--- config.mk ---
export PLATFORM = sky130hd
export DESIGN_NAME = dcache_controller
export DESIGN_NICKNAME = d
export VERILOG_FILES = /design/src/design/dcache_geom_pkg.sv /design/src/design/dcache_bus_pkg.sv /design/src/design/dcache_controller.sv
export SDC_FILE = /design/constraint.sdc
export NUM_CORES = 1
export LEC_CHECK = 0
export BUFFER_PORTS_ARGS = -buffer_cell sky130_fd_sc_hd__buf_2
export CAP_MARGIN = 15
export CORE_AREA = 2 2 172 174
export CTS_CLUSTER_DIAMETER = 120
export DETAILED_ROUTE_END_ITERATION = 8
export DIE_AREA = 0 0 174 176
export GPL_ROUTABILITY_DRIVEN = 0
export SYNTH_ARGS = -nofsm -noshare
export SYNTH_HDL_FRONTEND = slang
export SYNTH_SLANG_ARGS = --single-unit
--- constraint.sdc ---
create_clock -name clock -period 5 [get_ports clock]
set_input_delay 1 -clock clock [delete_from_list [all_inputs] [get_ports clock]]
set_output_delay 1 -clock clock [all_outputs]
set_load 0.01 [all_outputs]
--- src/design/dcache_geom_pkg.sv ---
`default_nettype none

package dcache_geom_pkg;

	// the per-set LRU bit only works for two ways
	localparam int WAYS = 2;
	localparam int SETS = 8;
	localparam int INDEX_W = 3;

	localparam int BLOCK_W = 64;

	// block address, 512 blocks
	localparam int ADDR_W = 9;
	localparam int TAG_W = ADDR_W - INDEX_W;

	// tag 0 means no transaction
	localparam int MEM_TAG_W = 4;

	// accepted load to completion, in cycles
	localparam int MEM_LATENCY = 8;

endpackage

`default_nettype wire

--- src/design/dcache_bus_pkg.sv ---
`default_nettype none

package dcache_bus_pkg;

	// processor side
	typedef struct packed {
		logic                                write;
		logic [dcache_geom_pkg::ADDR_W-1:0]  addr;
		logic [dcache_geom_pkg::BLOCK_W-1:0] data;
	} cpu_req_t;

	typedef struct packed {
		logic [dcache_geom_pkg::BLOCK_W-1:0] data;
	} cpu_resp_t;

	// memory side
	typedef enum logic [1:0] {
		MEM_NONE  = 2'd0,
		MEM_LOAD  = 2'd1,
		MEM_STORE = 2'd2
	} mem_kind_e;

	typedef struct packed {
		mem_kind_e                           kind;
		logic [dcache_geom_pkg::ADDR_W-1:0]  addr;
		logic [dcache_geom_pkg::BLOCK_W-1:0] data;
	} mem_cmd_t;

	typedef logic [dcache_geom_pkg::MEM_TAG_W-1:0] mem_tag_t;

endpackage

`default_nettype wire

--- src/design/dcache_controller.sv ---
`timescale 1ns/1ps
`default_nettype none

module dcache_controller (
	input  wire logic                                  clock,
	input  wire logic                                  reset,
	input  wire logic                                  req,
	input  wire dcache_bus_pkg::cpu_req_t              cpu_req,
	input  wire logic                                  data_is_valid,
	input  wire logic                                  data_is_dirty,
	input  wire logic                                  data_is_miss,
	input  wire logic                                  cache_is_full,
	input  wire logic [dcache_geom_pkg::BLOCK_W-1:0]   store_data_out,
	input  wire logic [dcache_geom_pkg::TAG_W-1:0]     victim_tag,
	input  wire logic [dcache_geom_pkg::BLOCK_W-1:0]   data_out,
	input  wire dcache_bus_pkg::mem_tag_t              mem_response,
	input  wire dcache_bus_pkg::mem_tag_t              mem_tag,
	output logic                                       ack,
	output dcache_bus_pkg::cpu_resp_t                  cpu_resp,
	output logic                                       read_enable,
	output logic                                       write_enable,
	output logic [dcache_geom_pkg::INDEX_W-1:0]        index_out,
	output logic [dcache_geom_pkg::TAG_W-1:0]          tag_out,
	output logic [dcache_geom_pkg::BLOCK_W-1:0]        write_data_out,
	output dcache_bus_pkg::mem_cmd_t                   mem_cmd
);

	typedef enum logic [2:0] {
		S_IDLE,
		S_LOOKUP,
		S_RESPOND,
		S_WRITEBACK,
		S_FILL_WAIT,
		S_RELEASE
	} state_e;

	state_e                              state;
	dcache_bus_pkg::mem_tag_t            wait_tag;
	logic [dcache_geom_pkg::TAG_W-1:0]   wb_tag;
	logic [dcache_geom_pkg::BLOCK_W-1:0] wb_data;
	logic                                clean_miss;

	// request fields straight to the arrays, cpu_req is held stable
	assign index_out = cpu_req.addr[dcache_geom_pkg::INDEX_W-1:0];
	assign tag_out = cpu_req.addr[dcache_geom_pkg::ADDR_W-1:dcache_geom_pkg::INDEX_W];
	assign write_data_out = cpu_req.data;

	assign read_enable = (state == S_LOOKUP) && !cpu_req.write;
	assign write_enable = (state == S_LOOKUP) && cpu_req.write;
	assign ack = (state == S_RELEASE);

	assign clean_miss = (state == S_LOOKUP) && data_is_miss && !cache_is_full && !data_is_dirty;

	always_comb
	begin
		mem_cmd.kind = dcache_bus_pkg::MEM_NONE;
		mem_cmd.addr = '0;
		mem_cmd.data = '0;
		if (clean_miss)
		begin
			// load goes out in the lookup cycle so the arrays catch its tag
			mem_cmd.kind = dcache_bus_pkg::MEM_LOAD;
			mem_cmd.addr = cpu_req.addr;
		end
		else if (state == S_WRITEBACK)
		begin
			mem_cmd.kind = dcache_bus_pkg::MEM_STORE;
			mem_cmd.addr = {wb_tag, index_out};
			mem_cmd.data = wb_data;
		end
	end

	always_ff @(posedge clock)
	begin
		if (reset)
		begin
			state <= S_IDLE;
			wait_tag <= '0;
		end
		else
		begin
			case (state)
				S_IDLE:
				begin
					if (req)
					begin
						state <= S_LOOKUP;
					end
				end
				S_LOOKUP:
				begin
					if (data_is_valid)
					begin
						state <= S_RESPOND;
					end
					else if (cache_is_full)
					begin
						// one idle cycle, then look again
						state <= S_IDLE;
					end
					else if (data_is_dirty)
					begin
						state <= S_WRITEBACK;
					end
					else if (data_is_miss)
					begin
						wait_tag <= mem_response;
						state <= S_FILL_WAIT;
					end
				end
				S_WRITEBACK:
				begin
					state <= S_LOOKUP;
				end
				S_FILL_WAIT:
				begin
					if (mem_tag == wait_tag)
					begin
						wait_tag <= '0;
						state <= S_RESPOND;
					end
				end
				S_RESPOND:
				begin
					state <= S_RELEASE;
				end
				S_RELEASE:
				begin
					if (!req)
					begin
						state <= S_IDLE;
					end
				end
				default:
				begin
					state <= S_IDLE;
				end
			endcase
		end
	end

	always_ff @(posedge clock)
	begin
		if ((state == S_LOOKUP) && data_is_dirty)
		begin
			wb_tag <= victim_tag;
			wb_data <= store_data_out;
		end
		if (state == S_RESPOND)
		begin
			cpu_resp.data <= data_out;
		end
	end

	// four-phase release
	assert property (@(posedge clock) disable iff (reset) (ack && !req) |=> !ack);

endmodule

`default_nettype wire

Yosys cells after proc, flatten, opt, wreduce, memory -nomap -nowiden
Cells that the tools add are included.

Muxes and demuxes: 17. Equal/unequal tests: 14. Reductions and logical operators: 13.

Operator list (number): 75-bit 2-to-1 mux (1); 64-bit 2-to-1 mux (1); 3-bit 2-to-1 mux (7); 4-bit 2-to-1 mux (5); 3-bit one-hot mux with 6 select lines (1); 2-bit inequality test (second input constant) (7); 11-bit 2-to-1 mux (1); 4-bit one-hot mux with 2 select lines (1); 3-bit by 2-bit equality test with 1-bit output (second input constant) (2); 3-bit equality test (second input constant) (2); 1-bit logical AND (6); 6-bit AND reduction (1); 5-bit inequality test (second input constant) (1); 4-bit equality test (1); 4-bit AND reduction (1); 3-bit by 1-bit equality test with 1-bit output (second input constant) (1); 1-bit zero test (3); 3-bit zero test (1); 2-bit nonzero test (1).

Logic and storage cells: 49. Flip-flop bits (word level): 141. Output and inout bits: 215.

Depth between registers and ports, before layout
Word-level depth: 5. Gate-level depth with buffers: 6.

Least setup slack after synthesis
OpenSTA, ideal clock, no wires.

Path kind: reg2reg. From: reg state[0]. To: reg cpu_resp[0] (netlist name), enable pin. Path slack: -0.480 ns. Stages on the path, launching flop included: 3. Arrival: 4.916 ns. Period minus slack after synthesis: 5.480 ns. Buffers on the path: 1. Cells stage by stage: dfxtp_1 > clkbuf_1 > nor3_1.

Cells in the longest elaborated chain, start to end: 1.

Ends and longest elaborated chain: start: declaration (RTL line dcache_controller.sv:37) `state_e state;`; start signal: assignment (RTL line dcache_controller.sv:77) `state <= S_IDLE;`; start signal: assignment (RTL line dcache_controller.sv:87) `state <= S_LOOKUP;`; start signal: assignment (RTL line dcache_controller.sv:94) `state <= S_RESPOND;`; 3-bit by 2-bit equality test with 1-bit output (RTL line dcache_controller.sv:149) `if (state == S_RESPOND)`; end: declaration (RTL line dcache_controller.sv:19) `output dcache_bus_pkg::cpu_resp_t cpu_resp,`.

Every way passes these cells. A chain may end at the register's enable or synchronous reset.

==> metrics.md <==
| Metric | Value |
|---|---|
| Status | `finished, final reports clean` |
| Slew margin rel. | `between 20% and 30%` |
| Worst endpoint required time | `4000 ps` |
| Placed cells | `965` |
| Met3 usage in global routing | `6.96%` |
| Fmax | `0.277 GHz` |
| Main combinational cell family by area after synthesis | `buffers and inverters` |
| WHS Path Cells | `2` |
| Tmin final | `3610 ps` |
| H-tree Lvls | `4` |
| Final WS setup | `1390 ps` |
| Die area | `approximately 31000 um^2` |
| Final-layout fill cell count | `3036` |
| Asr flop ratio synth | `0%` |
| Routing usage on met1 | `11.2%` |
| RSZ-0062 raised after global routing | `no` |
| Mux contribution to synthesized area | `less than 1%` |
| CP Cell Sequence | `nor2b_4 -> buf_4 -> and3_1 -> buf_2` |
| Endpoints failing setup | `0` |
| Yosys Warn Count | `0` |
| # diodes | `0` |
| CTS tree | `built` |
| Pre-CTS setup slack | `1450 ps` |
| Grt met2 use | `23.6%` |
| Layout cells sized above 1 | `57.6%` |
| Post-route DRC | `0` |
| Vias per cell | `3.91` |
| Lkg Pwr | `3.46 nW` |
| Slowest cell on crit path | `nor2b_4` |
| Routed length per instance | `20.3 um` |
| Critical path endpoint category | `output pin` |
| Overflow after GRT | `0` |
| Setup TNS | `0 ps` |
| Die width | `174 um` |
| Post-Synth Adder-Cell Area | `0%` |
| Clk_lat worst skew | `approximately 420 ps` |
| Post-Synth XOR/XNOR Area | `0.618%` |
| GRT Util Overall | `around an eighth` |
| Max Slew Vio Count | `0` |
| Delay-heaviest family, CP | `simple AND/OR/NAND/NOR gates` |
| Vias in the first global route | `4046` |
| CTS sink count | `~140` |
| Synthesized area per cell | `~16 um^2` |
| Cell accounting for the most synthesized area | `edfxtp_1` |
| Fin Hold WS | `531 ps` |
| DR vias | `3900` |
| Initial antenna violation count | `3` |
| Startpoint types | `flip-flop` |
| Cell count after synthesis | `between 300 and 400` |
| HP Class | `flip-flop to flip-flop` |
| FF/Latch Area | `around 4200 um^2` |
| Final HPWL DP | `15700 um` |
| P per Cell Area | `414 nW/um^2` |
| Post-synth EDFFs | `134` |
| Hold_buf cts | `0` |
| Antenna viol nets, final | `0` |
| Grt peak-use layer | `met2` |
| Row count | `62` |
| Netlist cell types | `34` |
| Area delta synth->final | `36.5%` |
| Mapped Area | `5670 um^2` |
| Hold Path End | `wait_tag[0]$_SDFFE_PP0P_` |
| Reg2Reg Setup Slack | `2430 ps` |
| RR Endpoint | `state[1]$_SDFFE_PP0P_` |
| Fin cells | `997` |
| Setup CP Type | `flip-flop to output pin` |
| Reg clk slew, reported paths | `~70 ps` |
| Hold Vio Cnt, Final | `0` |
| Top post-synthesis cells by area | `edfxtp_1 71%, buf_4 9.8%, and3_1 7.2%, dfxtp_1 2.5%, clkbuf_1 1.1%` |
| Root Driver | `clkbuf_16` |
| Starting Density | `19.9%` |
| WL final | `20300 um` |
| Setup bufs post-CTS | `0` |
| Seq/Total Area, Yosys | `73.5%` |
| Post-Synth Simple-Gate Area | `between 10% and 20%` |
| CTS buffer count | `17` |
| Hold Crit Start | `wait_tag[0]$_SDFFE_PP0P_` |
| Clock buffer depth | `2` |
| Skew final | `8.98 ps` |
| Largest net degree at the start of global routing | `72` |
| Maxcap violations | `0` |
| Fin util | `a little over a quarter` |
| Die height | `176 um` |
| Crit path DAT | `2610 ps` |
| Post-cts resize count | `0` |
| Top cell type's share of synthesized area | `71.0%` |
| Slew @ Worst Pin | `approximately 1100 ps` |
| Ys flop type | `edfxtp_1` |
| CORE AREA | `roughly 29000 um^2` |
| Complex-gate fraction of the synthesized area | `3.05%` |
| Final net count | `823` |
| Crit share post-route | `72.2%` |
| RR Startpoint | `state[0]$_SDFFE_PP0P_` |
| Worst R2R Path Depth | `4` |
| Max FO, Critical Path | `35` |
| First-pass iteration count of the detailed router | `4` |
| Synth Register Bits | `141` |
| Port buffer count | `between 300 and 400` |
| Synth Net Count | `585` |
| Io pins | `roughly 440` |
| VDD IR max | `0.165 mV` |
| Worst Path Buf+Inv | `2` |
| DR iter-0 viols | `135` |
| Slowest stage delay, CP | `750 ps` |
| Multi-input combinational cell area | `875 um^2` |
| First-pass GRT wire length | `27900 um` |
==> area by class of cell <==
type                    count  area share [%]
clock buffers              17            5.50
clock inverters            15            2.75
inverters                   2          0.0971
multi-input cells         126            11.3
flip-flops and latches    141            53.8
well taps                 384            6.21
repair buffers            312            20.3
==> metrics by stage <==
| stage | area (um^2) | power, W |
|---|---|---|
| 2_1_floorplan | 5670 | 0.00171 |
| 3_3_place_gp | 7100 | 0.00185 |
| 3_5_place_dp | 7100 | 0.00185 |
| 4_1_cts | 7730 | 0.00326 |
| 5_1_grt | 7730 | 0.00334 |
| 6_report | 7730 | 0.00320 |
==> worst max-delay path by stage <==
stage                                 end                  start  cells past startpoint
global route                   mem_cmd[1]  state[0]$_SDFFE_PP0P_                      4
finish                         mem_cmd[1]  state[0]$_SDFFE_PP0P_                      4
CTS                            mem_cmd[1]  state[0]$_SDFFE_PP0P_                      4
global placement              mem_cmd[68]          cache_is_full                      5
floorplan           cpu_resp[0]$_DFFE_PN_  state[2]$_SDFFE_PP0P_                      2
detailed placement            mem_cmd[68]          cache_is_full                      5
==> metal layers <==
metal  up-vias  part of all wire (%)
met5         -                  0.23
met4         6                   4.2
met3        46                    12
met2       279                    54
met1      1811                    30
li1       1758                     -
==> cells in the final DEF (no fill, tap or decap), types with 2 or more instances in the layout <==
cell       count
bufinv_16      3
clkbuf_16     17
and2_1         2
o21a_1         4
inv_6          6
a22o_1         6
nand2b_1       3
and3_1        65
dfxtp_1        6
nor2b_1        3
o211ai_1       5
nor3b_1        2
inv_8          4
nand3_1        9
edfxtp_1     134
buf_4          3
o21ai_0        2
xnor2_1        4
buf_2        309
nand2_1        4
==> synthesized netlist by cell type (2+ instances only) <==
cell        n
dfxtp_1     7
buf_6       2
nand3_1     9
and3_1     65
o21ai_0     2
a22o_1      6
clkbuf_1   17
nor2b_1     4
nand2b_1    3
xnor2_1     4
o211ai_1    5
nor3b_1     2
buf_4      74
edfxtp_1  134
and2_1      3
o21a_1      4
nand2_1     4
==> power by group <==
| part | switching [W] | total, W | internal, W |
|---|---|---|---|
| clock network | 0.000575 | 0.00139 | 0.000814 |
| registers | 0.0000349 | 0.00146 | 0.00142 |
| logic | 0.000235 | 0.000355 | 0.000120 |
| total | 0.000845 | 0.00320 | 0.00236 |
==> logic make-up after synthesis <==
family,Yosys count
AOI/OAI and AO/OA,22
xor gates and xnor gates,4
buffers and inverters,95
DFF,141
muxes,1
and+or+nand+nor,99
==> registers in the layout, summed over array words and instances (netlist names) <==
signal / flops
wb_tag: 6
wait_tag: 4
cpu_resp: 64
state: 3
wb_data: 64
==> worst reg2reg max path, cell delays in order (launching register included) <==
cell and delay [ps]:
dfxtp_1 580, nor2b_4 750, buf_4 490, o21ai_0 160
a2111oi_0 450
Power figures use the tool's default switching activity.
